$ cat src/common/lc3b_isa_pkg.sv
`default_nettype none

package lc3b_isa_pkg;

    typedef logic [15:0] lc3b_word;
    typedef logic [2:0]  lc3b_reg;

    // Low bit of each instruction field
    localparam int OPCODE_LSB = 12;
    localparam int DR_LSB     = 9;
    localparam int SR1_LSB    = 6;
    localparam int SR2_LSB    = 0;
    localparam int IMM_FLAG   = 5;

    // Opcodes not listed here decode as no-ops
    typedef enum logic [3:0] {
        op_br  = 4'b0000,
        op_add = 4'b0001,
        op_and = 4'b0101,
        op_ldr = 4'b0110,
        op_str = 4'b0111,
        op_not = 4'b1001
    } lc3b_opcode;

    typedef enum logic [1:0] {
        alu_add,
        alu_and,
        alu_not,
        alu_pass
    } lc3b_aluop;

endpackage

`default_nettype wire

$ cat src/common/lc3b_ctrl_pkg.sv
`default_nettype none

package lc3b_ctrl_pkg;

    typedef enum logic [3:0] {
        fetch1,
        fetch2,
        fetch3,
        decode,
        s_add,
        s_and,
        s_not,
        br,
        br_taken,
        calc_addr,
        ldr1,
        ldr2,
        str1,
        str2
    } ctrl_state;

    typedef enum logic {pc_plus2, pc_branch} pc_sel;

    // Encoding matches the ALU B mux wiring
    typedef enum logic [1:0] {
        alu_b_reg  = 2'b00,
        alu_b_off6 = 2'b01,
        alu_b_imm5 = 2'b10
    } alu_b_sel;

    typedef enum logic {mar_alu, mar_pc} mar_sel;
    typedef enum logic {mdr_alu, mdr_mem} mdr_sel;
    typedef enum logic {rf_alu, rf_mdr} rf_sel;
    typedef enum logic {store_sr1, store_dr} store_sel;

endpackage

`default_nettype wire

$ cat src/datapath/alu.sv
`timescale 1ns/1ps
`default_nettype none

module alu (
    input  var  lc3b_isa_pkg::lc3b_aluop aluop,
    input  wire lc3b_isa_pkg::lc3b_word  a,
    input  wire lc3b_isa_pkg::lc3b_word  b,
    output lc3b_isa_pkg::lc3b_word       f
);

    always_comb begin
        case (aluop)
            lc3b_isa_pkg::alu_add:  f = a + b;
            lc3b_isa_pkg::alu_and:  f = a & b;
            lc3b_isa_pkg::alu_not:  f = ~a;
            // Pass feeds the store data path
            lc3b_isa_pkg::alu_pass: f = a;
            default:                f = a;
        endcase
    end

endmodule

`default_nettype wire

$ cat src/datapath/regfile.sv
`timescale 1ns/1ps
`default_nettype none

module regfile (
    input  wire                          clk,
    input  wire                          arst_n,
    input  wire                          load,
    input  wire lc3b_isa_pkg::lc3b_reg   src_a,
    input  wire lc3b_isa_pkg::lc3b_reg   src_b,
    input  wire lc3b_isa_pkg::lc3b_reg   dest,
    input  wire lc3b_isa_pkg::lc3b_word  in,
    output lc3b_isa_pkg::lc3b_word       reg_a,
    output lc3b_isa_pkg::lc3b_word       reg_b
);

    lc3b_isa_pkg::lc3b_word regs [8];

    always_ff @(posedge clk or negedge arst_n) begin
        if (!arst_n) begin
            for (int i = 0; i < 8; i++) begin
                regs[i] <= '0;
            end
        end else if (load) begin
            regs[dest] <= in;
        end
    end

    // Reads see the old value during a write cycle
    assign reg_a = regs[src_a];
    assign reg_b = regs[src_b];

endmodule

`default_nettype wire

$ cat src/datapath/datapath.sv
`timescale 1ns/1ps
`default_nettype none

module datapath #(
    parameter logic [15:0] RESET_PC = 16'h0000
) (
    input  wire                             clk,
    input  wire                             arst_n,
    input  wire                             load_pc,
    input  wire                             load_ir,
    input  wire                             load_regfile,
    input  wire                             load_mar,
    input  wire                             load_mdr,
    input  wire                             load_cc,
    input  var  lc3b_ctrl_pkg::pc_sel       pcmux_sel,
    input  var  lc3b_ctrl_pkg::store_sel    storemux_sel,
    input  var  lc3b_ctrl_pkg::alu_b_sel    alumux_sel,
    input  var  lc3b_ctrl_pkg::rf_sel       regfilemux_sel,
    input  var  lc3b_ctrl_pkg::mar_sel      marmux_sel,
    input  var  lc3b_ctrl_pkg::mdr_sel      mdrmux_sel,
    input  var  lc3b_isa_pkg::lc3b_aluop    aluop,
    input  wire lc3b_isa_pkg::lc3b_word     mem_rdata,
    output lc3b_isa_pkg::lc3b_opcode        opcode,
    output logic                            inst5,
    output logic                            branch_enable,
    output lc3b_isa_pkg::lc3b_word          mem_address,
    output lc3b_isa_pkg::lc3b_word          mem_wdata
);

    lc3b_isa_pkg::lc3b_word pc;
    lc3b_isa_pkg::lc3b_word ir;
    lc3b_isa_pkg::lc3b_word mar;
    lc3b_isa_pkg::lc3b_word mdr;
    logic [2:0]             cc;
    logic [2:0]             cc_next;
    lc3b_isa_pkg::lc3b_word pc_next;
    lc3b_isa_pkg::lc3b_word off9;
    lc3b_isa_pkg::lc3b_word off6;
    lc3b_isa_pkg::lc3b_word imm5;
    lc3b_isa_pkg::lc3b_word reg_a;
    lc3b_isa_pkg::lc3b_word reg_b;
    lc3b_isa_pkg::lc3b_word alu_b;
    lc3b_isa_pkg::lc3b_word alu_f;
    lc3b_isa_pkg::lc3b_word rf_in;
    lc3b_isa_pkg::lc3b_reg  src_a;
    lc3b_isa_pkg::lc3b_reg  dest;

    // Offsets are word-scaled except imm5
    assign off9 = {{6{ir[8]}}, ir[8:0], 1'b0};
    assign off6 = {{9{ir[5]}}, ir[5:0], 1'b0};
    assign imm5 = {{11{ir[4]}}, ir[4:0]};

    assign dest  = ir[lc3b_isa_pkg::DR_LSB +: 3];
    assign src_a = (storemux_sel == lc3b_ctrl_pkg::store_dr) ? dest
                                                               : ir[lc3b_isa_pkg::SR1_LSB +: 3];

    // PC already holds the incremented value when a branch is taken
    assign pc_next = (pcmux_sel == lc3b_ctrl_pkg::pc_branch) ? pc + off9 : pc + 16'd2;

    always_comb begin
        case (alumux_sel)
            lc3b_ctrl_pkg::alu_b_off6: alu_b = off6;
            lc3b_ctrl_pkg::alu_b_imm5: alu_b = imm5;
            default:                   alu_b = reg_b;
        endcase
    end

    assign rf_in = (regfilemux_sel == lc3b_ctrl_pkg::rf_mdr) ? mdr : alu_f;

    // nzp from the value being written back
    assign cc_next = rf_in[15] ? 3'b100 : (rf_in == '0) ? 3'b010 : 3'b001;

    regfile u_regfile (
        .clk    (clk),
        .arst_n (arst_n),
        .load   (load_regfile),
        .src_a  (src_a),
        .src_b  (ir[lc3b_isa_pkg::SR2_LSB +: 3]),
        .dest   (dest),
        .in     (rf_in),
        .reg_a  (reg_a),
        .reg_b  (reg_b)
    );

    alu u_alu (
        .aluop (aluop),
        .a     (reg_a),
        .b     (alu_b),
        .f     (alu_f)
    );

    always_ff @(posedge clk or negedge arst_n) begin
        if (!arst_n) begin
            pc <= RESET_PC;
            cc <= 3'b010;
        end else begin
            if (load_pc) begin
                pc <= pc_next;
            end
            if (load_cc) begin
                cc <= cc_next;
            end
        end
    end

    always_ff @(posedge clk) begin
        if (load_ir) begin
            ir <= mdr;
        end
        if (load_mar) begin
            mar <= (marmux_sel == lc3b_ctrl_pkg::mar_pc) ? pc : alu_f;
        end
        if (load_mdr) begin
            mdr <= (mdrmux_sel == lc3b_ctrl_pkg::mdr_mem) ? mem_rdata : alu_f;
        end
    end

    assign opcode        = lc3b_isa_pkg::lc3b_opcode'(ir[lc3b_isa_pkg::OPCODE_LSB +: 4]);
    assign inst5         = ir[lc3b_isa_pkg::IMM_FLAG];
    assign branch_enable = |(ir[11:9] & cc);
    assign mem_address   = mar;
    assign mem_wdata     = mdr;

endmodule

`default_nettype wire

$ cat src/hw/control.sv
`timescale 1ns/1ps
`default_nettype none

module control (
    input  wire                             clk,
    input  wire                             arst_n,
    input  var  lc3b_isa_pkg::lc3b_opcode   opcode,
    input  wire                             inst5,
    input  wire                             branch_enable,
    input  wire                             mem_resp,
    output logic                            load_pc,
    output logic                            load_ir,
    output logic                            load_regfile,
    output logic                            load_mar,
    output logic                            load_mdr,
    output logic                            load_cc,
    output lc3b_ctrl_pkg::pc_sel            pcmux_sel,
    output lc3b_ctrl_pkg::store_sel         storemux_sel,
    output lc3b_ctrl_pkg::alu_b_sel         alumux_sel,
    output lc3b_ctrl_pkg::rf_sel            regfilemux_sel,
    output lc3b_ctrl_pkg::mar_sel           marmux_sel,
    output lc3b_ctrl_pkg::mdr_sel           mdrmux_sel,
    output lc3b_isa_pkg::lc3b_aluop         aluop,
    output logic                            mem_read,
    output logic                            mem_write
);

    lc3b_ctrl_pkg::ctrl_state state;
    lc3b_ctrl_pkg::ctrl_state next_state;

    always_ff @(posedge clk or negedge arst_n) begin
        if (!arst_n) begin
            state <= lc3b_ctrl_pkg::fetch1;
        end else begin
            state <= next_state;
        end
    end

    // Moore outputs, one set per state
    always_comb begin
        load_pc        = 1'b0;
        load_ir        = 1'b0;
        load_regfile   = 1'b0;
        load_mar       = 1'b0;
        load_mdr       = 1'b0;
        load_cc        = 1'b0;
        pcmux_sel      = lc3b_ctrl_pkg::pc_plus2;
        storemux_sel   = lc3b_ctrl_pkg::store_sr1;
        alumux_sel     = lc3b_ctrl_pkg::alu_b_reg;
        regfilemux_sel = lc3b_ctrl_pkg::rf_alu;
        marmux_sel     = lc3b_ctrl_pkg::mar_alu;
        mdrmux_sel     = lc3b_ctrl_pkg::mdr_alu;
        aluop          = lc3b_isa_pkg::alu_add;
        mem_read       = 1'b0;
        mem_write      = 1'b0;

        case (state)
            lc3b_ctrl_pkg::fetch1: begin
                // MAR <- PC, PC <- PC + 2
                marmux_sel = lc3b_ctrl_pkg::mar_pc;
                load_mar   = 1'b1;
                load_pc    = 1'b1;
            end
            lc3b_ctrl_pkg::fetch2, lc3b_ctrl_pkg::ldr1: begin
                // MDR reloads each wait cycle and keeps the response word
                mem_read   = 1'b1;
                mdrmux_sel = lc3b_ctrl_pkg::mdr_mem;
                load_mdr   = 1'b1;
            end
            lc3b_ctrl_pkg::fetch3: begin
                load_ir = 1'b1;
            end
            lc3b_ctrl_pkg::s_add, lc3b_ctrl_pkg::s_and: begin
                if (inst5) begin
                    alumux_sel = lc3b_ctrl_pkg::alu_b_imm5;
                end
                if (state == lc3b_ctrl_pkg::s_and) begin
                    aluop = lc3b_isa_pkg::alu_and;
                end
                load_cc      = 1'b1;
                load_regfile = 1'b1;
            end
            lc3b_ctrl_pkg::s_not: begin
                aluop        = lc3b_isa_pkg::alu_not;
                load_cc      = 1'b1;
                load_regfile = 1'b1;
            end
            lc3b_ctrl_pkg::br_taken: begin
                pcmux_sel = lc3b_ctrl_pkg::pc_branch;
                load_pc   = 1'b1;
            end
            lc3b_ctrl_pkg::calc_addr: begin
                // MAR <- base + sext(offset6) << 1
                alumux_sel = lc3b_ctrl_pkg::alu_b_off6;
                load_mar   = 1'b1;
            end
            lc3b_ctrl_pkg::ldr2: begin
                regfilemux_sel = lc3b_ctrl_pkg::rf_mdr;
                load_cc        = 1'b1;
                load_regfile   = 1'b1;
            end
            lc3b_ctrl_pkg::str1: begin
                // Source register comes through port A from IR[11:9]
                storemux_sel = lc3b_ctrl_pkg::store_dr;
                aluop        = lc3b_isa_pkg::alu_pass;
                load_mdr     = 1'b1;
            end
            lc3b_ctrl_pkg::str2: begin
                mem_write = 1'b1;
            end
            default: begin
            end
        endcase
    end

    always_comb begin
        next_state = lc3b_ctrl_pkg::fetch1;
        case (state)
            lc3b_ctrl_pkg::fetch1:   next_state = lc3b_ctrl_pkg::fetch2;
            lc3b_ctrl_pkg::fetch2: begin
                next_state = mem_resp ? lc3b_ctrl_pkg::fetch3 : lc3b_ctrl_pkg::fetch2;
            end
            lc3b_ctrl_pkg::fetch3:   next_state = lc3b_ctrl_pkg::decode;
            lc3b_ctrl_pkg::decode: begin
                case (opcode)
                    lc3b_isa_pkg::op_add: next_state = lc3b_ctrl_pkg::s_add;
                    lc3b_isa_pkg::op_and: next_state = lc3b_ctrl_pkg::s_and;
                    lc3b_isa_pkg::op_not: next_state = lc3b_ctrl_pkg::s_not;
                    lc3b_isa_pkg::op_br:  next_state = lc3b_ctrl_pkg::br;
                    lc3b_isa_pkg::op_ldr: next_state = lc3b_ctrl_pkg::calc_addr;
                    lc3b_isa_pkg::op_str: next_state = lc3b_ctrl_pkg::calc_addr;
                    // Anything else is a no-op
                    default:              next_state = lc3b_ctrl_pkg::fetch1;
                endcase
            end
            lc3b_ctrl_pkg::br: begin
                next_state = branch_enable ? lc3b_ctrl_pkg::br_taken : lc3b_ctrl_pkg::fetch1;
            end
            lc3b_ctrl_pkg::calc_addr: begin
                if (opcode == lc3b_isa_pkg::op_ldr) begin
                    next_state = lc3b_ctrl_pkg::ldr1;
                end else begin
                    next_state = lc3b_ctrl_pkg::str1;
                end
            end
            lc3b_ctrl_pkg::ldr1: begin
                next_state = mem_resp ? lc3b_ctrl_pkg::ldr2 : lc3b_ctrl_pkg::ldr1;
            end
            lc3b_ctrl_pkg::str1:     next_state = lc3b_ctrl_pkg::str2;
            lc3b_ctrl_pkg::str2: begin
                next_state = mem_resp ? lc3b_ctrl_pkg::fetch1 : lc3b_ctrl_pkg::str2;
            end
            default:                 next_state = lc3b_ctrl_pkg::fetch1;
        endcase
    end

endmodule

`default_nettype wire

$ cat src/hw/cpu.sv
`timescale 1ns/1ps
`default_nettype none

module cpu #(
    parameter logic [15:0] RESET_PC = 16'h0000
) (
    input  wire                          clk,
    input  wire                          arst_n,
    input  wire                          mem_resp,
    input  wire lc3b_isa_pkg::lc3b_word  mem_rdata,
    output logic                         mem_read,
    output logic                         mem_write,
    output lc3b_isa_pkg::lc3b_word       mem_address,
    output lc3b_isa_pkg::lc3b_word       mem_wdata
);

    logic                        load_pc;
    logic                        load_ir;
    logic                        load_regfile;
    logic                        load_mar;
    logic                        load_mdr;
    logic                        load_cc;
    lc3b_ctrl_pkg::pc_sel        pcmux_sel;
    lc3b_ctrl_pkg::store_sel     storemux_sel;
    lc3b_ctrl_pkg::alu_b_sel     alumux_sel;
    lc3b_ctrl_pkg::rf_sel        regfilemux_sel;
    lc3b_ctrl_pkg::mar_sel       marmux_sel;
    lc3b_ctrl_pkg::mdr_sel       mdrmux_sel;
    lc3b_isa_pkg::lc3b_aluop     aluop;
    lc3b_isa_pkg::lc3b_opcode    opcode;
    logic                        inst5;
    logic                        branch_enable;

    control u_control (
        .clk            (clk),
        .arst_n         (arst_n),
        .opcode         (opcode),
        .inst5          (inst5),
        .branch_enable  (branch_enable),
        .mem_resp       (mem_resp),
        .load_pc        (load_pc),
        .load_ir        (load_ir),
        .load_regfile   (load_regfile),
        .load_mar       (load_mar),
        .load_mdr       (load_mdr),
        .load_cc        (load_cc),
        .pcmux_sel      (pcmux_sel),
        .storemux_sel   (storemux_sel),
        .alumux_sel     (alumux_sel),
        .regfilemux_sel (regfilemux_sel),
        .marmux_sel     (marmux_sel),
        .mdrmux_sel     (mdrmux_sel),
        .aluop          (aluop),
        .mem_read       (mem_read),
        .mem_write      (mem_write)
    );

    datapath #(
        .RESET_PC (RESET_PC)
    ) u_datapath (
        .clk            (clk),
        .arst_n         (arst_n),
        .load_pc        (load_pc),
        .load_ir        (load_ir),
        .load_regfile   (load_regfile),
        .load_mar       (load_mar),
        .load_mdr       (load_mdr),
        .load_cc        (load_cc),
        .pcmux_sel      (pcmux_sel),
        .storemux_sel   (storemux_sel),
        .alumux_sel     (alumux_sel),
        .regfilemux_sel (regfilemux_sel),
        .marmux_sel     (marmux_sel),
        .mdrmux_sel     (mdrmux_sel),
        .aluop          (aluop),
        .mem_rdata      (mem_rdata),
        .opcode         (opcode),
        .inst5          (inst5),
        .branch_enable  (branch_enable),
        .mem_address    (mem_address),
        .mem_wdata      (mem_wdata)
    );

endmodule

`default_nettype wire

$ cat config.mk
export PLATFORM = sky130hd
export DESIGN_NAME = cpu
export DESIGN_NICKNAME = d
export VERILOG_FILES = /design/src/common/lc3b_isa_pkg.sv /design/src/common/lc3b_ctrl_pkg.sv /design/src/datapath/alu.sv /design/src/datapath/regfile.sv /design/src/datapath/datapath.sv /design/src/hw/control.sv /design/src/hw/cpu.sv
export SDC_FILE = /design/constraint.sdc
export NUM_CORES = 1
export LEC_CHECK = 0
export BUFFER_PORTS_ARGS = -buffer_cell sky130_fd_sc_hd__buf_2
export CORE_MARGIN = 1
export CORE_UTILIZATION = 58
export DETAILED_ROUTE_END_ITERATION = 10
export PLACE_DENSITY = 0.76
export SKIP_LAST_GASP = 1
export SYNTH_ARGS = -nofsm -noshare
export SYNTH_HDL_FRONTEND = slang
export SYNTH_SLANG_ARGS = --single-unit
$ cat constraint.sdc
create_clock -name clk -period 5.7 [get_ports clk]
set_clock_uncertainty 0.15 [all_clocks]
set_input_delay 1.14 -clock clk [delete_from_list [all_inputs] [get_ports clk]]
set_output_delay 1.14 -clock clk [all_outputs]
set_load 0.005 [all_outputs]
==> flow_summary.yaml <==
logic_synthesis:
  synthTopCellsByArea: "dfrtp_1 (31%), edfxtp_1 (12%), mux4_2 (6.8%), nand2_1 (6.4%), mux2i_1 (6.2%)"
  syn_inst: 1231
  ys.flop_type: "dfrtp_1"
  seq_area_frac_synth_pct: 42.6
  ys_types: 72
  synth_area_sq_um: 12200
  synth_nets: 1284
  ys_warn_count: 0
  syn_avg_cell_area_sq_um: 9.90
  synth_top_area_share_pct: 30.6
  synth-edff-count: 48
  ys_ff_latch: 198
  synthArstFlopShare_pct: 75.8
  synth_top_cell_by_area: "dfrtp_1"
critical_path:
  cp-start-kind: "flip-flop"
  end_kind: "flip-flop"
  path_cells: "buf_4, nand2b_1, nor2_1, ha_1, mux2_2, a221o_1, ha_1, and3_1, a221oi_2, o211ai_1, nand3_1, nor3_1, a311o_1, a221oi_1, a21o_2, and4bb_1, a32o_1"
  path_depth: 17
  rrSetupSlack_ns: 0.33
  regToRegStartpoint: "u_control.state[2]"
  crit_path_frequent_cell: "ha_1"
  worst_ep_required_time_ns: 5.93
  r2r_cells: 17
  timing.rr.end: "u_datapath.cc[1]"
  cp.buffers_inverters: 1
  critical_path_class: "reg2reg"
  path_max_fanout: 18
  crit_path_max_incr_delay_ns: 0.52
  cpLargestDelayFamily: "compound AO/OA/AOI/OAI gates"
  crit_path_top_delay_cell: "ha_1"
  critical_path_arrival_ns: 5.60
die:
  die_x_um: 147
  die-height_um: 147
  io_pins: 53
  dieArea_sq_um: 21600
  coreArea_sq_um: 20400
  start_util_pct: 59.6
  fp-row-count: 52
global_routing:
  grt_pass1_wl_um: 55400
  grt_antenna_before_repair: 0
  grt_usage_pct: 33.9
  overflow: 0
  grt_pass1_vias: 9888
  grt_max_degree: 72
timing:
  finalHoldViolations: 0
  setup_violations: 0
  fin_crit_ns: 5.37
  timing.final.crit_share_pct: 94.1
  tightest_slew_ns: 1.26
  tns_ns: 0
  maxSlewViolCount: 0
  max_freq_ghz: 0.186
  relSlewSlack_pct: 15.5
  rsz0062_at_grt: "false"
layout:
  final_cell_mix: "nand2_1 (207), dfrtp_1 (149), o21ai_0 (134)"
  final_util_pct: 65.6
  insertedDiodeCount: 0
  layout-drive-gt1-share_pct: 18.2
  layout.nets: 1323
  final_common_cell: "nand2_1"
  area_delta_synth_final_pct: 10.0
  fill_cells: 1615
  multi_input_area_sq_um: 6580
  seqCellArea_sq_um: 5200
cts:
  cts_buffer_depth: 2
  clock-root-buffer: "clkbuf_16"
  clk_pin_slew_ns: 0.07
  htree_levels: 4
  clock-sinks: 198
  post_cts_resized: 0
  cts_setup_buffers: 0
  clk_latency_ns: 0.45
  tritoncts: "yes"
  cts-hold-fix-buffers: 0
  numCtsBuffers: 17
status:
  outcome: "finished clean"
worst_hold_path:
  min_from: "u_datapath.cc[2]"
  min_path_cells: 2
  min_to: "u_datapath.cc[2]"
  min_path_type: "reg2reg"
drt:
  drtPass1Iterations: 6
  vias_per_cell: 6.53
  remaining_drc_errors: 0
  via_count: 10137
  routed_wl_um: 35200
  avgRoutedWirePerCell_um: 22.7
  ant_nets: 0
  drtIter0Drc: 1147
placed_design:
  dp_hpwl_um: 24800
  io_buffer_count: 52
  place_congestion: 0.973
power:
  leakagePower_uw: 0.00604
  vdd_ir_drop_max_v: 0.000452
  p_per_area_nw_per_um2: 581
flow_run:
  maxCapViolCount: 0
per-layer routing:
metal	routed length (um)	vias to the layer above	track usage, %
met4	1280	0	14.6
met5	0	-	0
met3	3180	90	7.80
met1	14400	4915	46.2
met2	16400	542	52.3
li1	-	4590	-
registers in the layout, summed over array words and instances (netlist names):
signal                     flops
u_datapath.u_regfile.regs    128
u_datapath.ir                 16
u_datapath.mem_address        16
u_datapath.mem_wdata          16
u_datapath.pc                 15
u_control.state                4
u_datapath.cc                  3
worst max path at each step:
| stage | from | end | slack [ns] |
|---|---|---|---|
| floorplan | u_datapath.ir[0] | u_datapath.cc[1] | 0.74 |
| global placement | u_control.state[0] | u_datapath.cc[0] | 0.48 |
| detailed placement | u_control.state[2] | u_datapath.cc[0] | 0.32 |
| CTS | u_control.state[2] | u_datapath.cc[1] | 0.21 |
| global route | u_control.state[2] | u_datapath.cc[1] | 0.05 |
| finish | u_control.state[2] | u_datapath.cc[1] | 0.33 |
where the power goes:
part / leakage (uW) / internal [uW] / switching, uW
clock network: 0.000281 / 637 / 576
registers: 0.00249 / 2110 / 454
logic: 0.00327 / 1570 / 2450
through the flow:
| step | std cells | worst slack, ns | total power [uW] | hold slack, ns | area (sq um) |
|---|---|---|---|---|---|
| 6_report | 1553 | 0.335 | 7790 | 0.344 | 13400 |
| 3_5_place_dp | 1521 | 0.324 | 6500 | 0.332 | 12800 |
| 2_1_floorplan | 1231 | 0.741 | 5070 | 0.293 | 12200 |
| 4_1_cts | 1553 | 0.214 | 7710 | 0.346 | 13400 |
| 5_1_grt | 1553 | 0.0534 | 8250 | 0.360 | 13400 |
| 3_3_place_gp | 1521 | 0.481 | 6390 | 0.320 | 12800 |
tightest hold or removal path, stage by stage, from the launching register on:
cell     delay (ns)
dfrtp_1        0.35
nand2_1        0.05
o21ai_0        0.06
cells by family after synthesis:
family                   share of synthesized area, %
AND/OR/NAND/NOR                                  14.3
adder cells (fa/ha/maj)                          3.61
XOR/XNOR                                         1.80
AO/OA/AOI/OAI                                    16.5
buffers and inverters                            3.48
multiplexers                                     17.6
flip-flops                                       42.6
layout make-up:
cell class | instances | area share [%]
multi-input cells | 931 | 49.1
flip-flops and latches | 198 | 38.8
repair buffers | 103 | 4.84
clock buffers | 21 | 3.43
well taps | 270 | 2.52
clock inverters | 11 | 0.859
inverters | 19 | 0.532
synth_stat cells (all sizes together), types with 3 or more instances:
library cell / count
a21o: 24
a32o: 7
a22oi: 5
a31oi: 12
nand2b: 11
a21boi: 3
a21oi: 79
ha: 32
or2: 3
a221o: 4
nand3b: 4
mux2i: 79
a211oi: 8
and3: 5
nand2: 207
nand4: 5
edfxtp: 48
nor3b: 3
xnor2: 13
nor3: 23
dfrtp: 149
a221oi: 15
inv: 19
o31ai: 11
clkbuf: 63
nor2b: 9
and2: 7
o21bai: 3
buf: 20
nor2: 78
nor4: 9
mux2: 41
o21ai: 136
a32oi: 5
mux4: 38
o211ai: 3
nand3: 12
xor2: 12
Note: power is estimated with default switching activity, not from simulation.
